==> src/hw/hyper_pkg.sv <==
// Fixed sizes for a two-chip, 16-word model; len holds beats minus one, 4 beats at most
package hyper_pkg;

    localparam int unsigned DATA_W         = 16;
    localparam int unsigned STRB_W         = 2;
    localparam int unsigned NUM_CHIPS      = 2;
    localparam int unsigned CHIP_WORDS     = 16;
    localparam int unsigned ADDR_W         = 5;
    localparam int unsigned LEN_W          = 2;
    localparam int unsigned FIFO_LOG_DEPTH = 2;

    // Transaction descriptor
    typedef struct packed {
        logic              write;
        logic [ADDR_W-1:0] addr;
        logic [LEN_W-1:0]  len;
        logic              cs;
    } hyper_tf_t;

    // Write beat, strb masks bytes of data
    typedef struct packed {
        logic [DATA_W-1:0] data;
        logic              last;
        logic [STRB_W-1:0] strb;
    } hyper_tx_t;

    typedef struct packed {
        logic [DATA_W-1:0] data;
        logic              last;
        logic              error;
    } hyper_rx_t;

endpackage

==> src/hw/hyper_stream_fifo.sv <==
// Single-clock valid/ready FIFO of 2**FIFO_LOG_DEPTH entries; no bypass, output lags push by one cycle
`timescale 1ns/1ps

module hyper_stream_fifo #(
    parameter type T = logic
) (
    input  logic clk_phy_i,
    input  logic rst_i,
    input  T     data_i,
    input  logic valid_i,
    output logic ready_o,
    output T     data_o,
    output logic valid_o,
    input  logic ready_i
);
    import hyper_pkg::*;

    T                        mem_q [2**FIFO_LOG_DEPTH];
    logic [FIFO_LOG_DEPTH-1:0] wr_ptr_q;
    logic [FIFO_LOG_DEPTH-1:0] rd_ptr_q;
    logic [FIFO_LOG_DEPTH:0]   count_q;
    logic                      push;
    logic                      pop;

    // Full when the count reaches the depth
    assign ready_o = ~count_q[FIFO_LOG_DEPTH];
    assign valid_o = (count_q != '0);
    assign data_o  = mem_q[rd_ptr_q];

    assign push = valid_i & ready_o;
    assign pop  = valid_o & ready_i;

    always_ff @(posedge clk_phy_i) begin
        if (rst_i) begin
            wr_ptr_q <= '0;
            rd_ptr_q <= '0;
            count_q  <= '0;
        end else begin
            if (push) begin
                wr_ptr_q <= wr_ptr_q + 1'b1;
            end
            if (pop) begin
                rd_ptr_q <= rd_ptr_q + 1'b1;
            end
            if (push && !pop) begin
                count_q <= count_q + 1'b1;
            end else if (pop && !push) begin
                count_q <= count_q - 1'b1;
            end
        end
    end

    always_ff @(posedge clk_phy_i) begin
        if (push) begin
            mem_q[wr_ptr_q] <= data_i;
        end
    end

endmodule

==> src/hw/hyper_phy_arbiter.sv <==
// Round-robin PHY arbiter for AXI and uDMA; one descriptor per grant, TX beats only after it
`timescale 1ns/1ps

module hyper_phy_arbiter (
    input  logic                 clk_phy_i,
    input  logic                 rst_i,
    input  hyper_pkg::hyper_tf_t axi_trans_i,
    input  logic                 axi_trans_valid_i,
    output logic                 axi_trans_ready_o,
    input  hyper_pkg::hyper_tx_t axi_tx_i,
    input  logic                 axi_tx_valid_i,
    output logic                 axi_tx_ready_o,
    output hyper_pkg::hyper_rx_t axi_rx_o,
    output logic                 axi_rx_valid_o,
    input  logic                 axi_rx_ready_i,
    output logic                 axi_b_error_o,
    output logic                 axi_b_valid_o,
    input  logic                 axi_b_ready_i,
    input  hyper_pkg::hyper_tf_t udma_trans_i,
    input  logic                 udma_trans_valid_i,
    output logic                 udma_trans_ready_o,
    input  hyper_pkg::hyper_tx_t udma_tx_i,
    input  logic                 udma_tx_valid_i,
    output logic                 udma_tx_ready_o,
    output hyper_pkg::hyper_rx_t udma_rx_o,
    output logic                 udma_rx_valid_o,
    input  logic                 udma_rx_ready_i,
    output hyper_pkg::hyper_tf_t phy_trans_o,
    output logic                 phy_trans_valid_o,
    input  logic                 phy_trans_ready_i,
    output hyper_pkg::hyper_tx_t phy_tx_o,
    output logic                 phy_tx_valid_o,
    input  logic                 phy_tx_ready_i,
    input  hyper_pkg::hyper_rx_t phy_rx_i,
    input  logic                 phy_rx_valid_i,
    output logic                 phy_rx_ready_o,
    input  logic                 b_error_i,
    input  logic                 b_valid_i,
    output logic                 b_ready_o
);

    // sel_q and last_win_q: 0 is AXI, 1 is uDMA
    logic busy_q;
    logic sel_q;
    logic last_win_q;
    logic is_write_q;
    logic trans_sent_q;
    logic tx_done_q;
    logic winner;
    logic grant;
    logic trans_open;
    logic tx_open;
    logic trans_hs;
    logic tx_last_hs;
    logic rx_last_hs;
    logic b_hs;
    logic done;

    // Tie goes to whoever did not win last
    always_comb begin
        if (axi_trans_valid_i && udma_trans_valid_i) begin
            winner = ~last_win_q;
        end else begin
            winner = udma_trans_valid_i;
        end
    end

    assign grant      = ~busy_q & (axi_trans_valid_i | udma_trans_valid_i);
    assign trans_open = busy_q & ~trans_sent_q;
    assign tx_open    = busy_q & trans_sent_q & is_write_q & ~tx_done_q;

    assign phy_trans_o        = sel_q ? udma_trans_i : axi_trans_i;
    assign phy_trans_valid_o  = trans_open & (sel_q ? udma_trans_valid_i : axi_trans_valid_i);
    assign axi_trans_ready_o  = trans_open & ~sel_q & phy_trans_ready_i;
    assign udma_trans_ready_o = trans_open & sel_q & phy_trans_ready_i;

    assign phy_tx_o        = sel_q ? udma_tx_i : axi_tx_i;
    assign phy_tx_valid_o  = tx_open & (sel_q ? udma_tx_valid_i : axi_tx_valid_i);
    assign axi_tx_ready_o  = tx_open & ~sel_q & phy_tx_ready_i;
    assign udma_tx_ready_o = tx_open & sel_q & phy_tx_ready_i;

    assign axi_rx_o        = phy_rx_i;
    assign udma_rx_o       = phy_rx_i;
    assign axi_rx_valid_o  = busy_q & ~sel_q & phy_rx_valid_i;
    assign udma_rx_valid_o = busy_q & sel_q & phy_rx_valid_i;
    assign phy_rx_ready_o  = busy_q & (sel_q ? udma_rx_ready_i : axi_rx_ready_i);

    // uDMA write responses are swallowed here
    assign axi_b_error_o = b_error_i;
    assign axi_b_valid_o = busy_q & ~sel_q & b_valid_i;
    assign b_ready_o     = busy_q & (sel_q | axi_b_ready_i);

    assign trans_hs   = phy_trans_valid_o & phy_trans_ready_i;
    assign tx_last_hs = phy_tx_valid_o & phy_tx_ready_i & phy_tx_o.last;
    assign rx_last_hs = phy_rx_valid_i & phy_rx_ready_o & phy_rx_i.last;
    assign b_hs       = b_valid_i & b_ready_o;
    assign done       = trans_sent_q & (is_write_q ? b_hs : rx_last_hs);

    always_ff @(posedge clk_phy_i) begin
        if (rst_i) begin
            busy_q       <= 1'b0;
            sel_q        <= 1'b0;
            last_win_q   <= 1'b1;
            is_write_q   <= 1'b0;
            trans_sent_q <= 1'b0;
            tx_done_q    <= 1'b0;
        end else begin
            if (grant) begin
                busy_q       <= 1'b1;
                sel_q        <= winner;
                last_win_q   <= winner;
                trans_sent_q <= 1'b0;
                tx_done_q    <= 1'b0;
            end else if (done) begin
                busy_q <= 1'b0;
            end
            if (trans_hs) begin
                trans_sent_q <= 1'b1;
                is_write_q   <= phy_trans_o.write;
            end
            if (tx_last_hs) begin
                tx_done_q <= 1'b1;
            end
        end
    end

endmodule

==> src/hw/hyper_mem_backend.sv <==
// Memory model in place of the PHY; beat count comes from len, the TX last flag is not checked
`timescale 1ns/1ps

module hyper_mem_backend (
    input  logic                 clk_phy_i,
    input  logic                 rst_i,
    input  hyper_pkg::hyper_tf_t trans_i,
    input  logic                 trans_valid_i,
    output logic                 trans_ready_o,
    input  hyper_pkg::hyper_tx_t tx_i,
    input  logic                 tx_valid_i,
    output logic                 tx_ready_o,
    output hyper_pkg::hyper_rx_t rx_o,
    output logic                 rx_valid_o,
    input  logic                 rx_ready_i,
    output logic                 b_error_o,
    output logic                 b_valid_o,
    input  logic                 b_ready_i
);
    import hyper_pkg::*;

    logic [DATA_W-1:0] mem_q [NUM_CHIPS][CHIP_WORDS];
    hyper_tf_t         desc_q;
    logic              active_q;
    logic [LEN_W-1:0]  cnt_q;
    logic              err_q;
    logic              b_valid_q;
    logic              b_error_q;
    hyper_rx_t         rx_q;
    logic              rx_valid_q;
    logic [ADDR_W:0]   beat_addr;
    logic [ADDR_W-2:0] word_idx;
    logic              oor;
    logic              last_beat;
    logic              trans_hs;
    logic              wr_beat;
    logic              rd_beat;

    // One extra bit so start plus count does not wrap
    assign beat_addr = {1'b0, desc_q.addr} + (ADDR_W + 1)'(cnt_q);
    assign word_idx  = beat_addr[ADDR_W-2:0];
    assign oor       = (beat_addr >= CHIP_WORDS);
    assign last_beat = (cnt_q == desc_q.len);

    assign trans_ready_o = ~active_q & ~b_valid_q;
    assign tx_ready_o    = active_q & desc_q.write;
    assign trans_hs      = trans_valid_i & trans_ready_o;
    assign wr_beat       = tx_valid_i & tx_ready_o;
    // Next read beat only when the output slot frees up
    assign rd_beat       = active_q & ~desc_q.write & (~rx_valid_q | rx_ready_i);

    assign rx_o       = rx_q;
    assign rx_valid_o = rx_valid_q;
    assign b_error_o  = b_error_q;
    assign b_valid_o  = b_valid_q;

    always_ff @(posedge clk_phy_i) begin
        if (rst_i) begin
            active_q   <= 1'b0;
            b_valid_q  <= 1'b0;
            rx_valid_q <= 1'b0;
        end else begin
            if (trans_hs) begin
                active_q <= 1'b1;
            end else if ((wr_beat || rd_beat) && last_beat) begin
                active_q <= 1'b0;
            end
            if (wr_beat && last_beat) begin
                b_valid_q <= 1'b1;
            end else if (b_ready_i) begin
                b_valid_q <= 1'b0;
            end
            if (rd_beat) begin
                rx_valid_q <= 1'b1;
            end else if (rx_ready_i) begin
                rx_valid_q <= 1'b0;
            end
        end
    end

    always_ff @(posedge clk_phy_i) begin
        if (trans_hs) begin
            desc_q <= trans_i;
            cnt_q  <= '0;
            err_q  <= 1'b0;
        end else if (wr_beat || rd_beat) begin
            cnt_q <= cnt_q + 1'b1;
        end
        if (wr_beat) begin
            err_q <= err_q | oor;
        end
        if (wr_beat && last_beat) begin
            b_error_q <= err_q | oor;
        end
        if (rd_beat) begin
            rx_q.data  <= oor ? '0 : mem_q[desc_q.cs][word_idx];
            rx_q.last  <= last_beat;
            rx_q.error <= oor;
        end
    end

    // Out-of-range beats write nothing
    always_ff @(posedge clk_phy_i) begin
        if (rst_i) begin
            for (int c = 0; c < NUM_CHIPS; c++) begin
                for (int w = 0; w < CHIP_WORDS; w++) begin
                    mem_q[c][w] <= '0;
                end
            end
        end else if (wr_beat && !oor) begin
            for (int b = 0; b < STRB_W; b++) begin
                if (tx_i.strb[b]) begin
                    mem_q[desc_q.cs][word_idx][8*b +: 8] <= tx_i.data[8*b +: 8];
                end
            end
        end
    end

endmodule

==> src/hw/hyper_arb_top.sv <==
// Arbiter, stream FIFOs and memory model on one clock; uDMA writes complete without a response
`timescale 1ns/1ps

module hyper_arb_top (
    input  logic                 clk_phy_i,
    input  logic                 rst_i,
    input  hyper_pkg::hyper_tf_t axi_trans_i,
    input  logic                 axi_trans_valid_i,
    output logic                 axi_trans_ready_o,
    input  hyper_pkg::hyper_tx_t axi_tx_i,
    input  logic                 axi_tx_valid_i,
    output logic                 axi_tx_ready_o,
    output hyper_pkg::hyper_rx_t axi_rx_o,
    output logic                 axi_rx_valid_o,
    input  logic                 axi_rx_ready_i,
    output logic                 axi_b_error_o,
    output logic                 axi_b_valid_o,
    input  logic                 axi_b_ready_i,
    input  hyper_pkg::hyper_tf_t udma_trans_i,
    input  logic                 udma_trans_valid_i,
    output logic                 udma_trans_ready_o,
    input  hyper_pkg::hyper_tx_t udma_tx_i,
    input  logic                 udma_tx_valid_i,
    output logic                 udma_tx_ready_o,
    output hyper_pkg::hyper_rx_t udma_rx_o,
    output logic                 udma_rx_valid_o,
    input  logic                 udma_rx_ready_i
);
    import hyper_pkg::*;

    // Arbiter side of the FIFOs
    hyper_tf_t phy_trans;
    logic      phy_trans_valid;
    logic      phy_trans_ready;
    hyper_tx_t phy_tx;
    logic      phy_tx_valid;
    logic      phy_tx_ready;
    hyper_rx_t phy_rx;
    logic      phy_rx_valid;
    logic      phy_rx_ready;

    // Back end side
    hyper_tf_t be_trans;
    logic      be_trans_valid;
    logic      be_trans_ready;
    hyper_tx_t be_tx;
    logic      be_tx_valid;
    logic      be_tx_ready;
    hyper_rx_t be_rx;
    logic      be_rx_valid;
    logic      be_rx_ready;
    logic      b_error;
    logic      b_valid;
    logic      b_ready;

    hyper_phy_arbiter u_arbiter (
        .phy_trans_o       ( phy_trans       ),
        .phy_trans_valid_o ( phy_trans_valid ),
        .phy_trans_ready_i ( phy_trans_ready ),
        .phy_tx_o          ( phy_tx          ),
        .phy_tx_valid_o    ( phy_tx_valid    ),
        .phy_tx_ready_i    ( phy_tx_ready    ),
        .phy_rx_i          ( phy_rx          ),
        .phy_rx_valid_i    ( phy_rx_valid    ),
        .phy_rx_ready_o    ( phy_rx_ready    ),
        .b_error_i         ( b_error         ),
        .b_valid_i         ( b_valid         ),
        .b_ready_o         ( b_ready         ),
        .*
    );

    hyper_stream_fifo #(
        .T ( hyper_tf_t )
    ) u_trans_fifo (
        .clk_phy_i ( clk_phy_i       ),
        .rst_i     ( rst_i           ),
        .data_i    ( phy_trans       ),
        .valid_i   ( phy_trans_valid ),
        .ready_o   ( phy_trans_ready ),
        .data_o    ( be_trans        ),
        .valid_o   ( be_trans_valid  ),
        .ready_i   ( be_trans_ready  )
    );

    hyper_stream_fifo #(
        .T ( hyper_tx_t )
    ) u_tx_fifo (
        .clk_phy_i ( clk_phy_i    ),
        .rst_i     ( rst_i        ),
        .data_i    ( phy_tx       ),
        .valid_i   ( phy_tx_valid ),
        .ready_o   ( phy_tx_ready ),
        .data_o    ( be_tx        ),
        .valid_o   ( be_tx_valid  ),
        .ready_i   ( be_tx_ready  )
    );

    // Read data flows back toward the arbiter
    hyper_stream_fifo #(
        .T ( hyper_rx_t )
    ) u_rx_fifo (
        .clk_phy_i ( clk_phy_i    ),
        .rst_i     ( rst_i        ),
        .data_i    ( be_rx        ),
        .valid_i   ( be_rx_valid  ),
        .ready_o   ( be_rx_ready  ),
        .data_o    ( phy_rx       ),
        .valid_o   ( phy_rx_valid ),
        .ready_i   ( phy_rx_ready )
    );

    hyper_mem_backend u_backend (
        .clk_phy_i     ( clk_phy_i      ),
        .rst_i         ( rst_i          ),
        .trans_i       ( be_trans       ),
        .trans_valid_i ( be_trans_valid ),
        .trans_ready_o ( be_trans_ready ),
        .tx_i          ( be_tx          ),
        .tx_valid_i    ( be_tx_valid    ),
        .tx_ready_o    ( be_tx_ready    ),
        .rx_o          ( be_rx          ),
        .rx_valid_o    ( be_rx_valid    ),
        .rx_ready_i    ( be_rx_ready    ),
        .b_error_o     ( b_error        ),
        .b_valid_o     ( b_valid        ),
        .b_ready_i     ( b_ready        )
    );

endmodule

==> config.mk <==
export PLATFORM = sky130hd
export DESIGN_NAME = hyper_arb_top
export DESIGN_NICKNAME = d
export VERILOG_FILES = /design/src/hw/hyper_pkg.sv /design/src/hw/hyper_stream_fifo.sv /design/src/hw/hyper_phy_arbiter.sv /design/src/hw/hyper_mem_backend.sv /design/src/hw/hyper_arb_top.sv
export SDC_FILE = /design/constraint.sdc
export NUM_CORES = 1
export LEC_CHECK = 0
export BUFFER_PORTS_ARGS = -buffer_cell sky130_fd_sc_hd__buf_2
export CAP_MARGIN = 25
export CORE_MARGIN = 4
export CORE_UTILIZATION = 29
export CTS_BUF_LIST = sky130_fd_sc_hd__clkbuf_8 sky130_fd_sc_hd__clkbuf_16
export CTS_CLUSTER_DIAMETER = 150
export DETAILED_ROUTE_END_ITERATION = 12
export GPL_TIMING_DRIVEN = 0
export HOLD_SLACK_MARGIN = 0.02
export PLACE_DENSITY = 0.41
export SETUP_SLACK_MARGIN = 0.15
export SLEW_MARGIN = 20
export SYNTH_ARGS = -nofsm -noshare
export SYNTH_HDL_FRONTEND = slang
export SYNTH_SLANG_ARGS = --single-unit
==> constraint.sdc <==
create_clock -name clk_phy_i -period 3.84 [get_ports clk_phy_i]
set_input_delay 0.768 -clock clk_phy_i [delete_from_list [all_inputs] [get_ports clk_phy_i]]
set_output_delay 0.768 -clock clk_phy_i [all_outputs]
set_load 0.02 [all_outputs]
==> results of run 1 <==
[per-layer routing]
layer	part of all wire, %	routed length, um
met1	45	45800
met4	2.3	2340
met5	0.0088	9
met3	6.3	6410
met2	47	47800
[power by group through the flow]
stage / combinational, W / sequential (W) / clock, W
after floorplan: 0.00483 / 0.00992 / 0
after global placement: 0.00819 / 0.00999 / 0
after detailed placement: 0.00831 / 0.0100 / 0
after CTS: 0.00844 / 0.00984 / 0.00824
after global routing: 0.00888 / 0.00988 / 0.00859
final: 0.00850 / 0.00983 / 0.00806
[sequential cells by signal, summed over array words and instances, names as in the netlist, 3 cells and up, named ones only]
register / count
u_backend.desc_q: 9
u_backend.mem_q: 512
u_backend.rx_o: 18
u_rx_fifo.count_q: 3
u_rx_fifo.mem_q: 72
u_trans_fifo.count_q: 3
u_trans_fifo.mem_q: 36
u_tx_fifo.count_q: 3
u_tx_fifo.mem_q: 72
[layout make-up]
type / instances / area share (%)
clock buffers: 94 / 6.16
inverters: 22 / 0.220
multi-input cells: 1165 / 23.7
diodes: 1 / 0.00668
well taps: 1414 / 4.72
flip-flops and latches: 757 / 59.7
repair buffers: 126 / 2.06
plain buffers: 157 / 2.20
clock inverters: 68 / 1.22
[repair_timing]
item | CTS | global route
buffers inserted | 6 | 0
gates resized for setup | 76 | 47
endpoints found under the setup margin | 469 | 496
cloned | 0 | 0
pin swaps | 1 | 1
hold buffers | 0 | 0
[cells in the mapped netlist, drive strengths merged, types with 2 or more instances]
master / number
nor2b: 4
o22ai: 131
dfxtp: 36
buf: 79
and3: 2
nor2: 319
o21bai: 9
o21ai: 72
nand3: 11
o22a: 3
xnor2: 10
a41o: 12
a21oi: 28
a211oi: 5
mux2i: 265
nor3: 4
a2111oi: 5
a211o: 3
ha: 17
or3: 6
nand2: 57
xor2: 10
a21o: 25
or2: 4
nand2b: 10
a41oi: 16
inv: 22
fa: 4
edfxtp: 721
nor4: 4
mux4: 45
clkbuf: 78
mux2: 28
a31o: 3
and2: 43
[metrics by stage]
| step | utilization [%] | hold slack [ps] |
|---|---|---|
| finish | 34.4 | 480 |
| global route | 34.4 | 449 |
| CTS | 34.3 | 434 |
| detailed placement | 31.5 | 483 |
| global placement | 31.4 | 468 |
| floorplan | - | 449 |
[logic make-up (layout without fill, tap and decap cells)]
kind of cell    Yosys count  after routing
other cells               0              1
buf+inv                 179            467
mux                     338            338
compound gates          318            318
xor+xnor                 20             20
fa+ha+maj                21             21
simple gates            468            468
flops                   757            757
[final timing paths]
check / startpoint / endpoint / slack [ps] / depth (start not counted)
max: u_backend.desc_q[4] / u_backend.mem_q[1][69] / 180 / 7
min: axi_tx_i[7] / u_tx_fifo.mem_q[0][7] / 480 / 2
max reg2reg: u_backend.desc_q[4] / u_backend.mem_q[1][69] / 180 / 7
min reg2reg: u_backend.rx_o[13] / u_rx_fifo.mem_q[1][13] / 490 / 0
==> results.ini, run 1 <==
[setup_path]
critPathLaunchType = flip-flop
cpPeakStageDelay_ps = 740
worstPathMaxFanout = 8
endpoint_kind = flip-flop
worstPathRequired_ps = 4140
cp.arrival_ps = 3950
crit_chain = ha_1 > a21oi_1 > xor2_1 > o22a_1 > clkbuf_1 > nor2_1 > a41o_1
worst_path_max_delay_cell = clkbuf_1
cp_top_family = compound AO/OA/AOI/OAI gates
cp_num_buf_inv = 1
criticalPathCategory = reg -> reg

[finish]
final_nets = 2403
stdcell_count = 3804
final_cell_area_um2 = 37500
layout_commonest_cell = edfxtp_1
n_fill_cell = 10600
regArea_um2 = 22400
multi_input_area_um2 = 8900
area_growth_pct = 17.6
layout-drive-gt1-share_pct = 21.0
layout_common_cells = edfxtp_1, nor2_1, mux2i_1

[logic_synthesis]
ys_types = 55
yosys.area_share.simple_pct = 6.35
synth-edff-count = 721
ys_seq_area_share_pct = 70.2
avgSynthCellArea_um2 = 15.2
synth-xor-area-share_pct = 0.550
ys.flop_type = edfxtp_1
synth-seq-cells = 757
synth_area_leaders = edfxtp_1, mux2i_1, nor2_1
synth.cell_area_um2 = 31900
post-synth-top-area-cell = edfxtp_1
synth_top_family_by_area = multiplexers
synth_compound_area_share_pct = 6.81
synth_top_area_share_pct = 67.9
syn-num-nets = 2187
async_reset_ff_share_pct = 0
ys_warn_count = 0
synthCells = 2101
synth_fa_ha_area_share_pct = 0.919
synth_mux_area_share_pct = 12.5

[placement]
dpl_worst_slack_ps = -582
gp_congestion = 0.860
postPlaceCellArea_um2 = 34400
dp_hpwl_um = 73600
portBuffers = 107
dp_cells = 3633

[floorplanning]
die_h_um = 340
die_w_um = 340
pin_count = 109
start_util_pct = 29.2
core_region_area_um2 = 109000
row_count = 121
die-area_um2 = 115000

[power]
switching_share_pct = 36.5
switchingPower_w = 0.00963
intPower_w = 0.0168
pwr-share-clk_pct = 30.5
leakage_nw = 13.5
ir_drop_v = 0.000473
power_w = 0.0264
p_comb_share_pct = 32.2
sequentialPowerShare_pct = 37.3
p_per_area_nw_per_um2 = 704

[timing]
hold_viol_final = 0
fin_skew_ps = 33.8
period_needed_ps = 3660
fin_ws_ps = 183
finalSetupViolations = 0
rsz0062_at_grt = yes
finalMaxSlewViolations = 0
max_slew_margin_pct = 30.1
worstMarginPinSlew_ps = 1050
max_freq_mhz = 273
fin_crit_sh_pct = 95.2
setup_tns_ps = 0

[route]
route.detailed.drc = 0
via_per_inst = 5.01
drt_iter0_markers = 1574
vias = 19100
wl_per_cell_um = 26.9
wl_um = 102000
first_pass_iters = 5
ant_nets = 0

[run_status]
status = complete, no violations

[clock_network]
cts_tree = built
numClockSinks = 757
insertion_delay_ps = 660
root_buffer = clkbuf_16
clkTransAtPathRegs_ps = 60
h-tree-depth = 3
clockBufferDepth = 3
cts_buffers = 88

[min_path]
hp-class = in -> reg

[grt]
antenna_found_initial = 2
gr-usage-all-layers_pct = 17.4
grtUsageMet3_pct = 3.23
grt_first_pass_wirelength_um = 144000
top_usage_layer = met2
overflow = 0
grtUsageMet1_pct = 24.3
first_global_vias = 19400
grt_max_degree = 19
grt_util_met2_pct = 28.1

[flow_run]
maxCapViolCount = 0

(Power assumes the default switching activity.)
==> run 2: changes to the inputs <==
--- a/config.mk
+++ b/config.mk
@@ -9,7 +9,7 @@
 export CAP_MARGIN = 25
 export CORE_MARGIN = 4
 export CORE_UTILIZATION = 29
-export CTS_BUF_LIST = sky130_fd_sc_hd__clkbuf_8 sky130_fd_sc_hd__clkbuf_16
+export CTS_BUF_LIST = sky130_fd_sc_hd__clkbuf_4 sky130_fd_sc_hd__clkbuf_8
 export CTS_CLUSTER_DIAMETER = 150
 export DETAILED_ROUTE_END_ITERATION = 12
 export GPL_TIMING_DRIVEN = 0
==> run 2 against run 1 <==
Clock power shrank 4.6%. Die area is the same. Critical path depth is the same. Combinational power is essentially flat. Worst hold slack lost 150 ps. Flip-flop and latch count is the same. First-iteration DRC count shrank 4.7%. Cell count grew 2.1%.
==> results.ini, run 2 (same netlist as run 1, synthesis figures left out) <==
[finish]
largest_register = u_backend.mem_q  ; unchanged
area_growth_pct = 17.5  ; was 17.6%
final_nets = 2453  ; was 2403
n_fill_cell = 10600  ; about the same
final_cell_area_um2 = 37400  ; was 37500 um^2
layout_commonest_cell = edfxtp_1  ; unchanged
layout-drive-gt1-share_pct = 23.9  ; was 21.0%
layout_common_cells = edfxtp_1, nor2_1, mux2i_1  ; unchanged
stdcell_count = 3884  ; was 3804
largest_register_ffs = 512  ; unchanged
reg_top3 = u_backend.mem_q: 512 flops, u_rx_fifo.mem_q: 72 flops, u_tx_fifo.mem_q: 72 flops  ; unchanged

[setup_path]
rr_startpoint = u_backend.desc_q[4]  ; unchanged
cpPeakStageDelay_ps = 580  ; was 740 ps
critPathLaunchType = flip-flop  ; unchanged
crit_chain = ha_1 > a21oi_1 > xor2_1 > o22ai_4 > clkbuf_1 > o21ai_0 > a41oi_1  ; was ha_1 > a21oi_1 > xor2_1 > o22a_1 > clkbuf_1 > nor2_1 > a41o_1
cp_num_buf_inv = 1  ; unchanged
reg2reg_depth = 7  ; unchanged
worstPathRequired_ps = 4400  ; was 4140 ps
cp.arrival_ps = 4190  ; was 3950 ps
endpoint_kind = flip-flop  ; unchanged
worst_path_max_delay_cell = clkbuf_1  ; unchanged
worstPathMaxFanout = 10  ; was 8
crit_cells = 7  ; unchanged
cp_top_family = compound AO/OA/AOI/OAI gates  ; unchanged
crit_start = u_backend.desc_q[4]  ; unchanged
criticalPathCategory = reg -> reg  ; unchanged

[timing]
fin_skew_ps = 56.0  ; was 33.8 ps
worstMarginPinSlew_ps = 1030  ; was 1050 ps
max_slew_margin_pct = 31.3  ; was 30.1%
fin_crit_sh_pct = 94.6  ; was 95.2%
setup_tns_ps = 0  ; unchanged
hold_viol_final = 0  ; unchanged
period_needed_ps = 3630  ; was 3660 ps
finalMaxSlewViolations = 0  ; unchanged
max_freq_mhz = 275  ; was 273 MHz
holdWs_ps = 329  ; was 480 ps
finalSetupViolations = 0  ; unchanged
rsz0062_at_grt = no  ; was yes

[floorplanning]
core_region_area_um2 = 109000  ; unchanged
start_util_pct = 29.2  ; unchanged
die_w_um = 340  ; unchanged
die-area_um2 = 115000  ; unchanged
die_h_um = 340  ; unchanged
row_count = 121  ; unchanged
pin_count = 109  ; unchanged

[placement]
gp_congestion = 0.860  ; unchanged
dp_hpwl_um = 73600  ; unchanged
postPlaceCellArea_um2 = 34400  ; unchanged
dp_cells = 3633  ; unchanged
portBuffers = 107  ; unchanged

[power]
sequentialPowerShare_pct = 37.8  ; was 37.3%
pwr-share-clk_pct = 29.5  ; was 30.5%
power_w = 0.0260  ; was 0.0264 W
p_comb_share_pct = 32.7  ; was 32.2%
p_per_area_nw_per_um2 = 695  ; was 704 nW/um^2
switchingPower_w = 0.00973  ; was 0.00963 W
intPower_w = 0.0163  ; was 0.0168 W
leakage_nw = 13.5  ; about the same
ir_drop_v = 0.000388  ; was 0.000473 V
switching_share_pct = 37.4  ; was 36.5%

[grt]
first_global_vias = 19800  ; was 19400
gr-usage-all-layers_pct = 17.6  ; was 17.4%
grt_first_pass_wirelength_um = 145000  ; was 144000 um
grt_max_degree = 19  ; unchanged
overflow = 0  ; unchanged
antenna_found_initial = 3  ; was 2

[flow_run]
maxCapViolCount = 0  ; unchanged

[clock_network]
root_buffer = clkbuf_8  ; was clkbuf_16
clockBufferDepth = 3  ; unchanged
cts_hold_buffers = 0  ; unchanged
numClockSinks = 757  ; unchanged
clkTransAtPathRegs_ps = 60  ; about the same
cts_tree = built  ; unchanged
h-tree-depth = 4  ; was 3
insertion_delay_ps = 810  ; was 660 ps
cts_buffers = 139  ; was 88

[route]
first_pass_iters = 5  ; unchanged
route.detailed.drc = 0  ; unchanged
wl_per_cell_um = 26.5  ; was 26.9 um
wl_um = 103000  ; was 102000 um
drt_iter0_markers = 1500  ; was 1574
vias = 19400  ; was 19100
via_per_inst = 5.00  ; was 5.01
ant_nets = 0  ; unchanged

[min_path]
hp-start = axi_tx_i[10]  ; was axi_tx_i[7]
hold_path_depth = 2  ; unchanged
hp-class = in -> reg  ; unchanged

[run_status]
status = complete, no violations  ; unchanged

==> run 2: cell count changes in the layout (fill, tap and decap cells not counted), moves of 2 or more <==
cell	delta
clkbuf_16	-90
o21ai_0	+2
clkbuf_4	+45
diode_2	+3
o21ai_1	-2
inv_1	-20
clkinv_8	+2
clkbuf_8	+136
clkinv_2	-7
clkinv_1	+9
inv_8	+4
==> run 2: final timing paths <==
kind	endpoint	slack, ps
setup reg to reg	u_backend.rx_o[13]	210
setup / recovery	u_backend.rx_o[13]	210
hold / removal	u_tx_fifo.mem_q[0][10]	330
hold reg to reg	u_rx_fifo.mem_q[1][13]	490
==> run 2: repair_timing <==
item | in CTS | in global routing
setup endpoints to repair | 474 | 463
pin swaps | 1 | 1
gates resized for setup | 74 | 52
buffers inserted | 6 | 0
endpoints found under the hold margin | 0 | 0
==> run 2: power groups by stage <==
stage	logic, W	clock network (W)	registers [W]
2_1_floorplan	0.00483	0	0.00992
4_1_cts	0.00843	0.00790	0.00984
3_3_place_gp	0.00819	0	0.00999
6_report	0.00851	0.00769	0.00984
3_5_place_dp	0.00831	0	0.0100
5_1_grt	0.00886	0.00830	0.00988
==> run 2: final cells by class <==
cell class	count	area, um^2	share of cell area (%)
Clock inverter	55	459	1.23
Multi-Input combinational cell	1165	8900	23.8
Sequential cell	757	22400	59.7
Buffer	157	826	2.21
Tap cell	1414	1770	4.72
Timing Repair Buffer	125	756	2.02
Clock buffer	185	2260	6.05
Antenna cell	4	10.0	0.0267
Inverter	22	82.6	0.221
==> run 2: through the flow <==
stage,worst slack (ps),util (%)
CTS,41.8,34.2
detailed placement,-582,31.5
finish,206,34.4
global placement,-576,31.4
floorplan,778,-
global route,151,34.3
==> run 2: metal layers <==
metal	part of all wire, %	GRT usage [%]	up-vias	wire length (um)
li1	-	-	8544	-
met1	45	24.1	10000	46200
met2	47	28.3	721	48200
met3	6.2	3.70	147	6380
met4	2.1	5.08	2	2160
met5	0.013	0	-	13
==> run 3: changes to the inputs <==
--- a/config.mk
+++ b/config.mk
@@ -7,7 +7,6 @@
 export LEC_CHECK = 0
 export BUFFER_PORTS_ARGS = -buffer_cell sky130_fd_sc_hd__buf_2
 export CAP_MARGIN = 25
-export CORE_MARGIN = 4
 export CORE_UTILIZATION = 29
 export CTS_BUF_LIST = sky130_fd_sc_hd__clkbuf_4 sky130_fd_sc_hd__clkbuf_8
 export CTS_CLUSTER_DIAMETER = 150
==> run 3 against run 2 <==
Power down 0.41%. Core utilization about the same. Global-route usage up 0.77 points. Clock skew down 10 ps. Sequential power about the same. Worst hold slack worse by 9.9 ps. Combinational power about the same. Critical path type unchanged.
==> results.ini, run 3 (same netlist as run 1, synthesis figures left out) <==
[setup_path]
cp.arrival_ps = 4160  ; was 4190 ps
worstPathRequired_ps = 4350  ; was 4400 ps
endpoint_kind = flip-flop  ; unchanged
criticalPathCategory = reg -> reg  ; unchanged
critPathLaunchType = flip-flop  ; unchanged
worstPathMaxFanout = 10  ; unchanged

[power]
ir_drop_v = 0.000580  ; was 0.000388 V
p_per_area_nw_per_um2 = 693  ; was 695 nW/um^2
p_comb_share_pct = 32.9  ; was 32.7%
intPower_w = 0.0162  ; was 0.0163 W
switchingPower_w = 0.00976  ; was 0.00973 W
pwr-share-clk_pct = 29.2  ; was 29.5%
power_w = 0.0259  ; was 0.0260 W
switching_share_pct = 37.6  ; was 37.4%
sequentialPowerShare_pct = 37.9  ; was 37.8%
leakage_nw = 13.5  ; about the same

[grt]
gr-usage-all-layers_pct = 18.4  ; was 17.6%
grt_max_degree = 19  ; unchanged
antenna_found_initial = 6  ; was 3
grt_first_pass_wirelength_um = 144000  ; was 145000 um
overflow = 0  ; unchanged
first_global_vias = 19800  ; about the same

[route]
wl_per_cell_um = 26.4  ; was 26.5 um
route.detailed.drc = 0  ; unchanged
wl_um = 103000  ; about the same
drt_iter0_markers = 1583  ; was 1500
first_pass_iters = 5  ; unchanged
via_per_inst = 4.97  ; was 5.00
ant_nets = 0  ; unchanged
vias = 19300  ; was 19400

[timing]
worstMarginPinSlew_ps = 1070  ; was 1030 ps
max_freq_mhz = 274  ; was 275 MHz
rsz0062_at_grt = yes  ; was no
fin_skew_ps = 45.9  ; was 56.0 ps
max_slew_margin_pct = 28.9  ; was 31.3%
finalMaxSlewViolations = 0  ; unchanged
fin_crit_sh_pct = 95.1  ; was 94.6%
finalSetupViolations = 0  ; unchanged
period_needed_ps = 3650  ; was 3630 ps
hold_viol_final = 0  ; unchanged

[clock_network]
insertion_delay_ps = 830  ; was 810 ps
cts_tree = built  ; unchanged
clockBufferDepth = 3  ; unchanged
cts_hold_buffers = 0  ; unchanged
clkTransAtPathRegs_ps = 60  ; about the same
numClockSinks = 757  ; unchanged
h-tree-depth = 4  ; unchanged
cts_buffers = 139  ; unchanged
root_buffer = clkbuf_8  ; unchanged

[floorplanning]
start_util_pct = 29.3  ; was 29.2%
die-area_um2 = 111000  ; was 115000 um^2
core_region_area_um2 = 109000  ; about the same
die_w_um = 334  ; was 340 um
die_h_um = 334  ; was 340 um
row_count = 121  ; unchanged
pin_count = 109  ; unchanged

[placement]
dp_hpwl_um = 73200  ; was 73600 um
portBuffers = 107  ; unchanged
gp_congestion = 0.874  ; was 0.860
postPlaceCellArea_um2 = 34300  ; was 34400 um^2

[finish]
largest_register = u_backend.mem_q  ; unchanged
final_nets = 2453  ; unchanged
reg_top3 = u_backend.mem_q: 512 flops, u_rx_fifo.mem_q: 72 flops, u_tx_fifo.mem_q: 72 flops  ; unchanged
largest_register_ffs = 512  ; unchanged
area_growth_pct = 17.4  ; was 17.5%
layout_common_cells = edfxtp_1, nor2_1, mux2i_1  ; unchanged
final_cell_area_um2 = 37400  ; about the same
layout-drive-gt1-share_pct = 24.1  ; was 23.9%
n_fill_cell = 10500  ; was 10600
layout_commonest_cell = edfxtp_1  ; unchanged

[flow_run]
maxCapViolCount = 0  ; unchanged

[min_path]
hp-class = in -> reg  ; unchanged

[run_status]
status = complete, no violations  ; unchanged

## run 3: cell count changes in the layout (fill, tap and decap cells not counted), moves of 3 or more
cell	before	now
clkinv_1	24	30
bufinv_16	5	2
clkbuf_4	46	51
and2_4	6	10
and2_2	14	10
## run 3: power by group through the flow
stage | logic (W) | clock network, W | registers (W)
after detailed placement | 0.00831 | 0 | 0.0100
after global placement | 0.00823 | 0 | 0.00998
final | 0.00853 | 0.00758 | 0.00983
after global routing | 0.00884 | 0.00811 | 0.00987
after CTS | 0.00843 | 0.00778 | 0.00983
after floorplan | 0.00483 | 0 | 0.00992
## run 3: area by class of cell
class	instances	area [um^2]	share of cell area, %
sequential	757	22400	59.8
multi-input combinational	1165	8910	23.8
clock buffer	191	2320	6.19
tap	1414	1770	4.73
buffer	157	825	2.20
timing repair buffer	125	757	2.02
clock inverter	56	384	1.03
inverter	22	82.6	0.221
antenna	3	7.51	0.0201
## run 3: metrics by stage
stage	hold slack (ps)	instances	setup TNS [ps]	utilization, %	setup WS (ps)
after floorplan	449	2101	0	-	778
after global placement	467	3622	-83250	31.4	-593
after detailed placement	482	3631	-88610	31.6	-687
after CTS	227	3884	0	34.3	60.2
after global routing	267	3889	0	34.4	84.6
final	319	3890	0	34.4	189
## run 3: what timing repair did
| action | CTS | global route |
|---|---|---|
| endpoints found under the setup margin | 463 | 517 |
| resized for setup | 74 | 52 |
| setup buffers | 6 | 2 |
| cloned | 0 | 0 |
| endpoints found under the hold margin | 0 | 0 |
| pin swaps | 2 | 1 |
## run 3: final timing paths
check,from,end,slack [ps],cells after the start
max reg2reg,u_backend.cnt_q[0],u_backend.mem_q[0][140],190,10
min reg2reg,u_backend.rx_o[15],u_rx_fifo.mem_q[3][15],480,0
min,axi_tx_i[3],u_tx_fifo.mem_q[0][3],320,2
max,u_backend.cnt_q[0],u_backend.mem_q[0][140],190,10
## run 3: layer usage
metal	wire (um)	track usage (%)	vias up
li1	-	-	8560
met1	46600	25.1	9884
met2	47400	29.1	708
met3	5730	3.40	173
met4	2830	6.49	2
met5	17	0	-
## run 3: critical path, stage by stage (launching register included)
cell and delay, ps:
dfxtp_1 390, ha_1 190, inv_1 50, fa_1 460
and3b_1 280, nand3_2 220, buf_4 300, a21oi_1 210
nand3_1 470, o21bai_2 540, buf_4 240
